File: config.mk
export PLATFORM = sky130hd
export DESIGN_NAME = backend_top
export DESIGN_NICKNAME = d
export VERILOG_FILES = /design/src/logic/bexec_pkg.sv /design/src/logic/dispatch_unit.sv /design/src/logic/exec_pipe.sv /design/src/logic/rr_arbiter.sv /design/src/logic/writeback_unit.sv /design/src/logic/backend_top.sv
export SDC_FILE = /design/constraint.sdc
export NUM_CORES = 2
export LEC_CHECK = 0
export BUFFER_PORTS_ARGS = -buffer_cell sky130_fd_sc_hd__buf_2
export CAP_MARGIN = 0
export CORE_ASPECT_RATIO = 0.6
export CORE_MARGIN = 2
export CORE_UTILIZATION = 66
export DETAILED_ROUTE_END_ITERATION = 7
export GPL_ROUTABILITY_DRIVEN = 0
export GPL_TIMING_DRIVEN = 0
export HOLD_SLACK_MARGIN = 0.15
export PLACE_DENSITY_LB_ADDON = 0.1
export REMOVE_ABC_BUFFERS = 1
export SLEW_MARGIN = 10
export SYNTH_ARGS = -nofsm -noshare
export SYNTH_HDL_FRONTEND = slang
export SYNTH_HIERARCHICAL = 1
export SYNTH_SLANG_ARGS = --single-unit
File: constraint.sdc
create_clock -name clk -period 10.91 [get_ports clk]
set_input_delay 0 -clock clk [delete_from_list [all_inputs] [get_ports clk]]
set_output_delay 0 -clock clk [all_outputs]
set_load 0.01 [all_outputs]
File: src/logic/bexec_pkg.sv
//--------------------
// Back-end execution package
// Widths, opcodes and latencies shared by the integer back end
//--------------------
package bexec_pkg;

  //--------------------
  // Word types
  //--------------------

  typedef logic [31:0] data_t;
  typedef logic [31:0] pc_t;

  // Wraps at 256, so at most 256 operations in flight
  typedef logic [7:0]  seq_t;

  typedef logic [4:0]  reg_addr_t;

  //--------------------
  // Operations
  //--------------------

  typedef enum logic [2:0] {
    OP_ADD = 3'd0,
    OP_SUB = 3'd1,
    OP_AND = 3'd2,
    OP_XOR = 3'd3,
    OP_MUL = 3'd4
  } opcode_t;

  // Cycles from start to valid for a multiply, other ops take 1
  localparam int MUL_LATENCY = 4;

  // Pipe count unless the top level says otherwise
  localparam int NUM_PIPES_DEFAULT = 3;

endpackage

File: src/logic/dispatch_unit.sv
//--------------------
// Dispatch unit
// Tags each issued op with a sequence number and
// starts it on the lowest-numbered idle execute pipe
//--------------------
`timescale 1ns/1ps

module dispatch_unit #(
  parameter int NUM_PIPES = bexec_pkg::NUM_PIPES_DEFAULT
) (
  input  logic                  clk,
  input  logic                  rst,

  // Issue strobe from outside
  input  logic                  issue_valid,
  input  bexec_pkg::pc_t        issue_pc,
  input  bexec_pkg::opcode_t    issue_op,
  input  bexec_pkg::data_t      issue_a,
  input  bexec_pkg::data_t      issue_b,
  input  bexec_pkg::reg_addr_t  issue_waddr,
  input  logic                  issue_wen,
  output logic                  issue_ready,

  // Start strobes and shared operation buses to the pipes
  input  logic [NUM_PIPES-1:0]  pipe_idle,
  output logic [NUM_PIPES-1:0]  pipe_start,
  output bexec_pkg::pc_t        start_pc,
  output bexec_pkg::opcode_t    start_op,
  output bexec_pkg::data_t      start_a,
  output bexec_pkg::data_t      start_b,
  output bexec_pkg::seq_t       start_seq,
  output bexec_pkg::reg_addr_t  start_waddr,
  output logic                  start_wen
);

  import bexec_pkg::*;

  seq_t                 seq_q;
  logic [NUM_PIPES-1:0] pick;
  logic                 accept;

  //--------------------
  // Lowest idle pipe
  //--------------------

  always_comb begin : pick_lowest
    logic found;
    found = 1'b0;
    pick  = '0;
    for (int i = 0; i < NUM_PIPES; i++) begin
      if (pipe_idle[i] && !found) begin
        pick[i] = 1'b1;
        found   = 1'b1;
      end
    end
  end

  assign issue_ready = |pipe_idle;
  assign accept      = issue_valid && issue_ready;
  assign pipe_start  = accept ? pick : '0;

  // Operation fields go to every pipe, only the started one latches them
  assign start_pc    = issue_pc;
  assign start_op    = issue_op;
  assign start_a     = issue_a;
  assign start_b     = issue_b;
  assign start_seq   = seq_q;
  assign start_waddr = issue_waddr;
  assign start_wen   = issue_wen;

  // Sequence tag, one step per accepted issue
  always_ff @(posedge clk) begin
    if (rst) begin
      seq_q <= '0;
    end else if (accept) begin
      seq_q <= seq_q + 1'b1;
    end
  end

  //--------------------
  // Checks
  //--------------------

  // Outside must wait for a free pipe
  issue_needs_ready: assert property (@(posedge clk) disable iff (rst)
    issue_valid |-> issue_ready)
    else $error("dispatch: issue strobe while no pipe is idle");

  // A started pipe has left idle by the next cycle
  start_leaves_idle: assert property (@(posedge clk) disable iff (rst)
    (|pipe_start) |=> ((pipe_idle & $past(pipe_start)) == '0))
    else $error("dispatch: started pipe still idle");

endmodule

File: src/logic/exec_pipe.sv
//--------------------
// Execute pipe
// Single-cycle ALU plus multi-cycle multiply, result held
// until writeback grants it
//--------------------
`timescale 1ns/1ps

module exec_pipe (
  input  logic                  clk,
  input  logic                  rst,

  // Start strobe and operation from dispatch
  input  logic                  start,
  input  bexec_pkg::pc_t        start_pc,
  input  bexec_pkg::opcode_t    start_op,
  input  bexec_pkg::data_t      start_a,
  input  bexec_pkg::data_t      start_b,
  input  bexec_pkg::seq_t       start_seq,
  input  bexec_pkg::reg_addr_t  start_waddr,
  input  logic                  start_wen,
  output logic                  idle,

  // Result handshake toward writeback
  input  logic                  ready,
  output logic                  valid,
  output bexec_pkg::pc_t        res_pc,
  output bexec_pkg::seq_t       res_seq,
  output bexec_pkg::reg_addr_t  res_waddr,
  output bexec_pkg::data_t      res_wdata,
  output logic                  res_wen
);

  import bexec_pkg::*;

  localparam int CNT_W = $clog2(MUL_LATENCY);

  typedef enum logic [1:0] {
    IDLE,
    BUSY,
    DONE
  } state_t;

  state_t           state;
  logic [CNT_W-1:0] count;
  logic             take;
  logic             mul_last;
  data_t            a_q;
  data_t            b_q;

  function automatic data_t alu_result(opcode_t op, data_t a, data_t b);
    case (op)
      OP_ADD:  return a + b;
      OP_SUB:  return a - b;
      OP_AND:  return a & b;
      OP_XOR:  return a ^ b;
      default: return '0;
    endcase
  endfunction

  assign idle     = (state == IDLE);
  assign valid    = (state == DONE);
  assign take     = start && idle;
  assign mul_last = (state == BUSY) && (count == '0);

  //--------------------
  // FSM
  //--------------------

  always_ff @(posedge clk) begin
    if (rst) begin
      state <= IDLE;
      count <= '0;
    end else begin
      case (state)
        IDLE: begin
          if (take && start_op == OP_MUL) begin
            state <= BUSY;
            // One cycle to enter BUSY, one to reach DONE
            count <= CNT_W'(MUL_LATENCY - 2);
          end else if (take) begin
            state <= DONE;
          end
        end
        BUSY: begin
          if (count == '0) begin
            state <= DONE;
          end else begin
            count <= count - 1'b1;
          end
        end
        DONE: begin
          if (ready) begin
            state <= IDLE;
          end
        end
        default: state <= IDLE;
      endcase
    end
  end

  // Operation latch and result hold
  always_ff @(posedge clk) begin
    if (take) begin
      res_pc    <= start_pc;
      res_seq   <= start_seq;
      res_waddr <= start_waddr;
      res_wen   <= start_wen;
      a_q       <= start_a;
      b_q       <= start_b;
      res_wdata <= alu_result(start_op, start_a, start_b);
    end else if (mul_last) begin
      res_wdata <= a_q * b_q;
    end
  end

  //--------------------
  // Checks
  //--------------------

  start_only_idle: assert property (@(posedge clk) disable iff (rst)
    start |-> idle)
    else $error("exec_pipe: start while not idle");

endmodule

File: src/logic/rr_arbiter.sv
//--------------------
// Round-robin arbiter
// First requester at or after a rotating pointer wins
//--------------------
`timescale 1ns/1ps

module rr_arbiter #(
  parameter int NUM_REQ = 3
) (
  input  logic               clk,
  input  logic               rst,
  input  logic [NUM_REQ-1:0] req,
  output logic [NUM_REQ-1:0] gnt
);

  localparam int PTR_W = (NUM_REQ > 1) ? $clog2(NUM_REQ) : 1;

  logic [PTR_W-1:0] ptr;
  int               gnt_idx;

  // Scan from the pointer, wrapping once around
  always_comb begin : scan
    int idx;
    gnt     = '0;
    gnt_idx = 0;
    for (int k = NUM_REQ - 1; k >= 0; k--) begin
      idx = int'(ptr) + k;
      if (idx >= NUM_REQ) begin
        idx = idx - NUM_REQ;
      end
      if (req[idx]) begin
        gnt     = '0;
        gnt[idx] = 1'b1;
        gnt_idx = idx;
      end
    end
  end

  // Winner gets lowest priority next time
  always_ff @(posedge clk) begin
    if (rst) begin
      ptr <= '0;
    end else if (|gnt) begin
      ptr <= (gnt_idx == NUM_REQ - 1) ? '0 : PTR_W'(gnt_idx + 1);
    end
  end

  grant_legal: assert property (@(posedge clk) disable iff (rst)
    $onehot0(gnt) && ((gnt & ~req) == '0))
    else $error("rr_arbiter: grant not one-hot or not requested");

endmodule

File: src/logic/writeback_unit.sv
//--------------------
// Writeback unit
// Picks one finished pipe per cycle, reports it as a
// completion now and as a commit one cycle later
//--------------------
`timescale 1ns/1ps

module writeback_unit #(
  parameter int NUM_PIPES = bexec_pkg::NUM_PIPES_DEFAULT
) (
  input  logic                  clk,
  input  logic                  rst,

  // Results from the pipes
  input  logic [NUM_PIPES-1:0]  pipe_valid,
  input  bexec_pkg::pc_t        pipe_pc    [NUM_PIPES],
  input  bexec_pkg::seq_t       pipe_seq   [NUM_PIPES],
  input  bexec_pkg::reg_addr_t  pipe_waddr [NUM_PIPES],
  input  bexec_pkg::data_t      pipe_wdata [NUM_PIPES],
  input  logic [NUM_PIPES-1:0]  pipe_wen,
  output logic [NUM_PIPES-1:0]  pipe_ready,

  // Completion strobe
  output logic                  complete_valid,
  output bexec_pkg::seq_t       complete_seq,
  output bexec_pkg::reg_addr_t  complete_waddr,
  output bexec_pkg::data_t      complete_wdata,
  output logic                  complete_wen,

  // Commit strobe
  output logic                  commit_valid,
  output bexec_pkg::pc_t        commit_pc,
  output bexec_pkg::seq_t       commit_seq,
  output bexec_pkg::reg_addr_t  commit_waddr,
  output bexec_pkg::data_t      commit_wdata,
  output logic                  commit_wen
);

  import bexec_pkg::*;

  logic [NUM_PIPES-1:0] gnt;
  logic                 sel_valid;
  pc_t                  sel_pc;
  seq_t                 sel_seq;
  reg_addr_t            sel_waddr;
  data_t                sel_wdata;
  logic                 sel_wen;
  logic                 wen_kept;

  //--------------------
  // Arbitration
  //--------------------

  rr_arbiter #(
    .NUM_REQ (NUM_PIPES)
  ) arb_inst (
    .clk (clk),
    .rst (rst),
    .req (pipe_valid),
    .gnt (gnt)
  );

  // The grant doubles as the pipe's ready
  assign pipe_ready = gnt;

  // Mask with the grant and OR into one result
  always_comb begin
    sel_pc    = '0;
    sel_seq   = '0;
    sel_waddr = '0;
    sel_wdata = '0;
    sel_wen   = 1'b0;
    for (int i = 0; i < NUM_PIPES; i++) begin
      sel_pc    = sel_pc    | (pipe_pc[i]    & {$bits(pc_t){gnt[i]}});
      sel_seq   = sel_seq   | (pipe_seq[i]   & {$bits(seq_t){gnt[i]}});
      sel_waddr = sel_waddr | (pipe_waddr[i] & {$bits(reg_addr_t){gnt[i]}});
      sel_wdata = sel_wdata | (pipe_wdata[i] & {$bits(data_t){gnt[i]}});
      sel_wen   = sel_wen   | (pipe_wen[i]   & gnt[i]);
    end
  end

  assign sel_valid = |gnt;

  // Register 0 is never written
  assign wen_kept = sel_wen && (sel_waddr != '0);

  //--------------------
  // Completion and commit
  //--------------------

  assign complete_valid = sel_valid;
  assign complete_seq   = sel_seq;
  assign complete_waddr = sel_waddr;
  assign complete_wdata = sel_wdata;
  assign complete_wen   = wen_kept;

  always_ff @(posedge clk) begin
    if (rst) begin
      commit_valid <= 1'b0;
      commit_wen   <= 1'b0;
    end else begin
      commit_valid <= sel_valid;
      commit_wen   <= wen_kept;
    end
  end

  always_ff @(posedge clk) begin
    if (sel_valid) begin
      commit_pc    <= sel_pc;
      commit_seq   <= sel_seq;
      commit_waddr <= sel_waddr;
      commit_wdata <= sel_wdata;
    end
  end

endmodule

File: src/logic/backend_top.sv
//--------------------
// Back-end top level
// Dispatch, the execute pipe array and writeback
//--------------------
`timescale 1ns/1ps

module backend_top #(
  parameter int NUM_PIPES = bexec_pkg::NUM_PIPES_DEFAULT
) (
  input  logic                  clk,
  input  logic                  rst,

  input  logic                  issue_valid,
  input  bexec_pkg::pc_t        issue_pc,
  input  bexec_pkg::opcode_t    issue_op,
  input  bexec_pkg::data_t      issue_a,
  input  bexec_pkg::data_t      issue_b,
  input  bexec_pkg::reg_addr_t  issue_waddr,
  input  logic                  issue_wen,
  output logic                  issue_ready,

  output logic                  complete_valid,
  output bexec_pkg::seq_t       complete_seq,
  output bexec_pkg::reg_addr_t  complete_waddr,
  output bexec_pkg::data_t      complete_wdata,
  output logic                  complete_wen,

  output logic                  commit_valid,
  output bexec_pkg::pc_t        commit_pc,
  output bexec_pkg::seq_t       commit_seq,
  output bexec_pkg::reg_addr_t  commit_waddr,
  output bexec_pkg::data_t      commit_wdata,
  output logic                  commit_wen
);

  import bexec_pkg::*;

  // Dispatch to pipes
  logic [NUM_PIPES-1:0] pipe_idle;
  logic [NUM_PIPES-1:0] pipe_start;
  pc_t                  start_pc;
  opcode_t              start_op;
  data_t                start_a;
  data_t                start_b;
  seq_t                 start_seq;
  reg_addr_t            start_waddr;
  logic                 start_wen;

  // Pipes to writeback
  logic [NUM_PIPES-1:0] pipe_valid;
  logic [NUM_PIPES-1:0] pipe_ready;
  pc_t                  pipe_pc    [NUM_PIPES];
  seq_t                 pipe_seq   [NUM_PIPES];
  reg_addr_t            pipe_waddr [NUM_PIPES];
  data_t                pipe_wdata [NUM_PIPES];
  logic [NUM_PIPES-1:0] pipe_wen;

  dispatch_unit #(
    .NUM_PIPES (NUM_PIPES)
  ) dispatch_inst (
    .clk         (clk),
    .rst         (rst),
    .issue_valid (issue_valid),
    .issue_pc    (issue_pc),
    .issue_op    (issue_op),
    .issue_a     (issue_a),
    .issue_b     (issue_b),
    .issue_waddr (issue_waddr),
    .issue_wen   (issue_wen),
    .issue_ready (issue_ready),
    .pipe_idle   (pipe_idle),
    .pipe_start  (pipe_start),
    .start_pc    (start_pc),
    .start_op    (start_op),
    .start_a     (start_a),
    .start_b     (start_b),
    .start_seq   (start_seq),
    .start_waddr (start_waddr),
    .start_wen   (start_wen)
  );

  //--------------------
  // Execute pipe array
  //--------------------

  for (genvar g = 0; g < NUM_PIPES; g++) begin : g_pipe
    exec_pipe pipe_inst (
      .clk         (clk),
      .rst         (rst),
      .start       (pipe_start[g]),
      .start_pc    (start_pc),
      .start_op    (start_op),
      .start_a     (start_a),
      .start_b     (start_b),
      .start_seq   (start_seq),
      .start_waddr (start_waddr),
      .start_wen   (start_wen),
      .idle        (pipe_idle[g]),
      .ready       (pipe_ready[g]),
      .valid       (pipe_valid[g]),
      .res_pc      (pipe_pc[g]),
      .res_seq     (pipe_seq[g]),
      .res_waddr   (pipe_waddr[g]),
      .res_wdata   (pipe_wdata[g]),
      .res_wen     (pipe_wen[g])
    );
  end

  writeback_unit #(
    .NUM_PIPES (NUM_PIPES)
  ) writeback_inst (
    .clk            (clk),
    .rst            (rst),
    .pipe_valid     (pipe_valid),
    .pipe_pc        (pipe_pc),
    .pipe_seq       (pipe_seq),
    .pipe_waddr     (pipe_waddr),
    .pipe_wdata     (pipe_wdata),
    .pipe_wen       (pipe_wen),
    .pipe_ready     (pipe_ready),
    .complete_valid (complete_valid),
    .complete_seq   (complete_seq),
    .complete_waddr (complete_waddr),
    .complete_wdata (complete_wdata),
    .complete_wen   (complete_wen),
    .commit_valid   (commit_valid),
    .commit_pc      (commit_pc),
    .commit_seq     (commit_seq),
    .commit_waddr   (commit_waddr),
    .commit_wdata   (commit_wdata),
    .commit_wen     (commit_wen)
  );

endmodule

* Word level (Yosys, flattened, before mapping)
Index checks and enable logic that the tools add are counted.
Word-level totals: input port bits 108, output and inout bits 127, register bits 527
Cells by class: reductions and logical operators 40, magnitude comparators 9, bitwise logic cells 27, equal/unequal tests 26, add/subtract/negate cells 12, $mul 3, muxes and demuxes 61
Operator list (count):
- 32-bit two-way mux | 12
- 32-bit AND | 7
- 32-bit bitwise OR | 4
- 32-bit one-hot mux with 4 select lines | 1
- 32-bit by 1-bit greater-or-equal comparator with 1-bit output (second input constant) | 3
- 32-bit by 4-bit less-than comparator with 1-bit output (second input constant) | 3
- 32-bit by 32-bit multiplier with 32-bit output | 3
- 2-bit two-way mux | 19
- 32-bit adder | 1
- 32-bit by 3-bit == test with 1-bit output (second input constant) | 1
- 32-bit by 3-bit greater-or-equal comparator with 1-bit output (second input constant) | 1
- 32-bit by 3-bit subtractor with 32-bit output (second input constant) | 1
- 32-bit subtractor | 1
- 32-bit XOR | 1
- 8-bit AND | 3
- 2-bit inequality test (second input constant) | 9
- 2-bit one-hot mux with 3 select lines | 3
- 3-bit AND reduction | 6
- 1-bit logical AND | 16
- 8-bit bitwise OR | 2
- 5-bit AND | 3
- 1-bit two-way mux | 13
- 2-bit logical NOT | 6
- 3-bit two-way mux | 4
- other kinds (27) | 55

* Logic depth before layout (Yosys ltp)
word-level depth 15, depth in mapped cells 29

* Cells and area by module
Netlist, hierarchy kept.
Modules (own cells, without submodules):
- exec_pipe (g_pipe[0].pipe_inst) | area an instance 23787.8 µm², seq. area each 4344.2 µm², times used 1, cells each 2434
- exec_pipe (g_pipe[1].pipe_inst) | area an instance 23737.8 µm², seq. area each 4344.2 µm², times used 1, cells each 2404
- exec_pipe (g_pipe[2].pipe_inst) | area an instance 23591.4 µm², seq. area each 4344.2 µm², times used 1, cells each 2367
- writeback_unit | area an instance 3676.0 µm², seq. area each 2352.3 µm², times used 1, cells each 264
- dispatch_unit | area an instance 1192.4 µm², seq. area each 160.2 µm², times used 1, cells each 151
- rr_arbiter | area an instance 506.7 µm², seq. area each 40.0 µm², times used 1, cells each 60

* Least setup slack after synthesis
No wires, ideal clock.
kind reg2reg, start register g_pipe[1].pipe_inst.b_q[2], end register g_pipe[1].pipe_inst.res_wdata[31], data pin, setup slack 3.374 ns, arrival time 7.346 ns, cell stages (with the launch flop) 25, data required time 10.720 ns, path buffers 2, library setup time 0.190 ns, path through edfxtp_1 > clkbuf_1 > clkbuf_1 > nand2_1 > fa_1 > inv_1 > fa_1 > inv_1 > fa_1 > fa_1 > inv_1 > fa_1 > fa_1 > fa_1 > fa_1 > ha_1 > and4_1 > and2_1 > a221o_1 > a41oi_1 > a21oi_1 > a2111oi_0 > a21oi_1 > xnor2_1 > a2111oi_2
Between the ends: longest elaborated chain between the ends 3
Ends and longest elaborated chain:
- start: declaration | line exec_pipe.sv:48 | data_t b_q;
- start signal: assignment | line exec_pipe.sv:109 | b_q <= start_b;
- 32-bit by 32-bit multiplier with 32-bit output | line exec_pipe.sv:112 | res_wdata <= a_q * b_q;
- 32-bit two-way mux | line exec_pipe.sv:111 | end else if (mul_last) begin
- 32-bit two-way mux | line exec_pipe.sv:103 | if (take) begin
- end signal: assignment | line exec_pipe.sv:110 | res_wdata <= alu_result(start_op, start_a, start_b);
- end signal: assignment | line exec_pipe.sv:112
- end: declaration | line exec_pipe.sv:29 | output bexec_pkg::data_t res_wdata,
No other way between the ends. The select of a mux whose other input is x is not followed. A chain may end at the register's enable or synchronous reset.

* Worst setup path in the final report
start register g_pipe[1].pipe_inst.a_q[9], end register g_pipe[1].pipe_inst.res_wdata[31], data pin
Between the ends: longest elaborated chain between the ends 3
Ends and longest elaborated chain:
- start: declaration | line exec_pipe.sv:47 | data_t a_q;
- start signal: assignment | line exec_pipe.sv:108 | a_q <= start_a;
- 32-bit by 32-bit multiplier with 32-bit output | line exec_pipe.sv:112
- 32-bit two-way mux | line exec_pipe.sv:111
- 32-bit two-way mux | line exec_pipe.sv:103
No other way between the ends. The select of a mux whose other input is x is not followed.

==> metrics <==
synth warn 6; cell breakdown of the critical path and2_1, fa_1, fa_1, inv_1, fa_1, fa_1, inv_1, fa_1, fa_1, fa_1, fa_1, ha_1, and4_1, and2_1, a221o_1, a41oi_1, a21oi_1, a2111oi_0, a21oi_1, xnor2_1, a2111oi_2; die area 119000 um2; pin count of the biggest net entering global routing 88; CP max stage delay 1.28 ns; layout cells sized above 1 5.88%; Hold Crit Class in2reg; Peak Freq 0.109 GHz; CP Data Arrival Time 9.60 ns; synthesis-to-finish area growth 7.00%; Post-synth EDFFs 503; CP dominant cell by count fa_1; count of cell types in the netlist 109; # resized after CTS 0; syn_area_per_cell 9.96 um2; final net count 9619; DR WL/cell 25.8 um; post-DP HPWL 176 mm; Final WS setup 1.76 ns; I/O Buffers 234; CP required 11.36 ns; largest area contributor in the netlist fa_1; TritonCTS clock tree built; Routed WL 239 mm; Die Width 444 um; clock tree buffer depth 3; Worst-path clk slew 0.09 ns; Max Slew Vio Count 0; Final ANT Viol Nets 0; initial detailed-routing violation count 7906; Row Count 96; Top delay family on crit path adder cells; flop and latch count out of synthesis 527; minimum clock period 9.15 ns; Post-Synthesis Cells 7680; Crit Path Class reg2reg; vias in the first global route 59.4k; DR DRC count 5; Hold Vio Cnt, Final 0; drt first pass iters 8; slowest cell on the critical path edfxtp_1; Die Y-Extent 268 um; register area share after synthesis 20.4%; final number of setup-violating endpoints 0; Clock Latency Late Sink 0.69 ns; failing checks design-rule violations; worst-path maximum fanout 23; RSZ-0062 raised after global routing no; Tot GR Track Use 40.6%; Synth top area share 32.1%; IO Count 235; asr flop ratio synth 0%; Worst-Margin Slew 1.39 ns; core box area 115000 um2; worst rel slew slack 7.52%; initial core utilization 66.8%; synthesized cell area 76500 um2; Crit. End Element flip-flop; startpoint types flip-flop; ys flop type edfxtp_1; status complete, but fails checks; Placement Setup Slack 1.98 ns; Final Skew 0.0370 ns; synth top area cells fa_1, edfxtp_1, ha_1; max_cap viols 0; Root Buffer clkbuf_16; vias post-DR 58.7k; fin crit share 83.8%; clock sink count 527; initial antenna violation count 9; grt total ovfl 0; first-pass GRT wire length 361 mm; Buf/Inv on CP 2; CTS Buf Count 54; vias per cell 6.32; H-tree depth 2; commonest non-fill, non-tap cell in the layout inv_1; most frequent cells in the layout inv_1, fa_1, and2_1, nand2_1, ha_1
## worst reg2reg max path, cell delays in order, from the launching register on
cell       delay [ns]
edfxtp_1         1.28
and2_1           0.29
fa_1             0.45
fa_1             0.52
inv_1            0.06
fa_1             0.41
fa_1             0.55
inv_1            0.06
fa_1             0.62
fa_1             0.46
fa_1             0.56
fa_1             0.46
ha_1             0.35
and4_1           0.22
and2_1           0.19
a221o_1          0.30
a41oi_1          0.25
a21oi_1          0.11
a2111oi_0        0.74
a21oi_1          0.34
xnor2_1          0.27
a2111oi_2        0.47
## cells by family after synthesis
group	synth area share, %
AND/OR/NAND/NOR	15.2
adder cells (fa/ha/maj)	41.5
buffers and inverters	9.51
AO/OA/AOI/OAI	7.90
flip-flops	20.4
XOR/XNOR	4.61
multiplexers	0.891
## repair_timing
item,4_1_cts,5_1_grt
hold buffers,147,0
buffers inserted,0,0
hold endpoints to repair,347,0
## cell usage after synthesis, types with 12 or more instances
library cell / number
inv_1: 1328
fa_1: 1227
and2_1: 938
nand2_1: 812
ha_1: 573
edfxtp_1: 503
clkbuf_1: 307
xnor2_1: 255
a21oi_1: 200
nor2_1: 173
o21ai_0: 159
xor2_1: 144
buf_4: 107
a222oi_1: 101
a21o_1: 65
mux2i_1: 54
nor3_1: 51
nand2b_1: 39
o21a_1: 35
a211oi_1: 34
o22ai_1: 33
nor2b_1: 31
nand3_1: 29
o31ai_1: 28
dfxtp_1: 24
a31oi_1: 23
nor4_1: 21
or3_1: 21
o21bai_1: 20
buf_6: 18
a221oi_1: 16
and3_1: 15
buf_1: 13
buf_2: 13
o211ai_1: 13
o41ai_1: 13
nand4_1: 12
## metrics by stage
| step | cells | utilization, % | hold WS, ns | TNS (ns) | cell area, um2 |
|---|---|---|---|---|---|
| 2_1_floorplan | 7221 | - | 0.0691 | 0 | 74200 |
| 3_3_place_gp | 8974 | 67.4 | 0.199 | -63.31 | 77300 |
| 3_5_place_dp | 9012 | 68.2 | 0.205 | 0 | 78100 |
| 4_1_cts | 9259 | 71.1 | 0.286 | 0 | 81500 |
| 5_1_grt | 9274 | 71.4 | 0.322 | 0 | 81800 |
| 6_report | 9283 | 71.4 | 0.335 | 0 | 81800 |
## final timing paths
kind	startpoint	depth (start not counted)	slack (ns)	endpoint
setup / recovery	g_pipe[1].pipe_inst/a_q[9]	21	1.76	g_pipe[1].pipe_inst/res_wdata[31]
hold reg to reg	g_pipe[0].pipe_inst/count[1]	2	0.50	g_pipe[0].pipe_inst/count[1]
hold / removal	issue_a[2]	2	0.33	g_pipe[1].pipe_inst/a_q[2]
setup reg to reg	g_pipe[1].pipe_inst/a_q[9]	21	1.76	g_pipe[1].pipe_inst/res_wdata[31]
## final cells by class
class / instances / area (um2)
Multi-Input combinational cell: 5366 / 53700
Fill cell: 8369 / 32700
Sequential cell: 527 / 15600
Inverter: 1328 / 5000
Timing Repair Buffer: 434 / 3750
Tap cell: 1519 / 1900
Clock buffer: 62 / 1430
Clock inverter: 38 / 429
Antenna cell: 9 / 22.5
## metal layers
metal	vias to the layer above	part of all wire (%)	global-route usage [%]	wire length, um
li1	24500	-	-	-
met4	14	4.5	14.6	10700
met1	29300	40	58.0	94700
met3	724	16	15.4	37500
met5	-	0.16	2.34	391
met2	4145	40	56.3	95900
## sequential cells by signal, summed over array words and instances (netlist names)
signal,flops
g_pipe.pipe_inst/a_q,96
g_pipe.pipe_inst/res_seq,24
writeback_inst/commit_wdata,32
g_pipe.pipe_inst/state,6
writeback_inst/commit_waddr,5
dispatch_inst/start_seq,8
g_pipe.pipe_inst/b_q,96
writeback_inst/commit_valid,1
g_pipe.pipe_inst/res_wen,3
g_pipe.pipe_inst/res_wdata,96
g_pipe.pipe_inst/res_pc,96
g_pipe.pipe_inst/count,6
g_pipe.pipe_inst/res_waddr,15
writeback_inst/commit_wen,1
writeback_inst/commit_pc,32
writeback_inst/arb_inst/ptr,2
writeback_inst/commit_seq,8
Power is left out: the tool's default activity adds up to more than one toggle a clock period on the data nets, which glitch-free logic cannot reach.
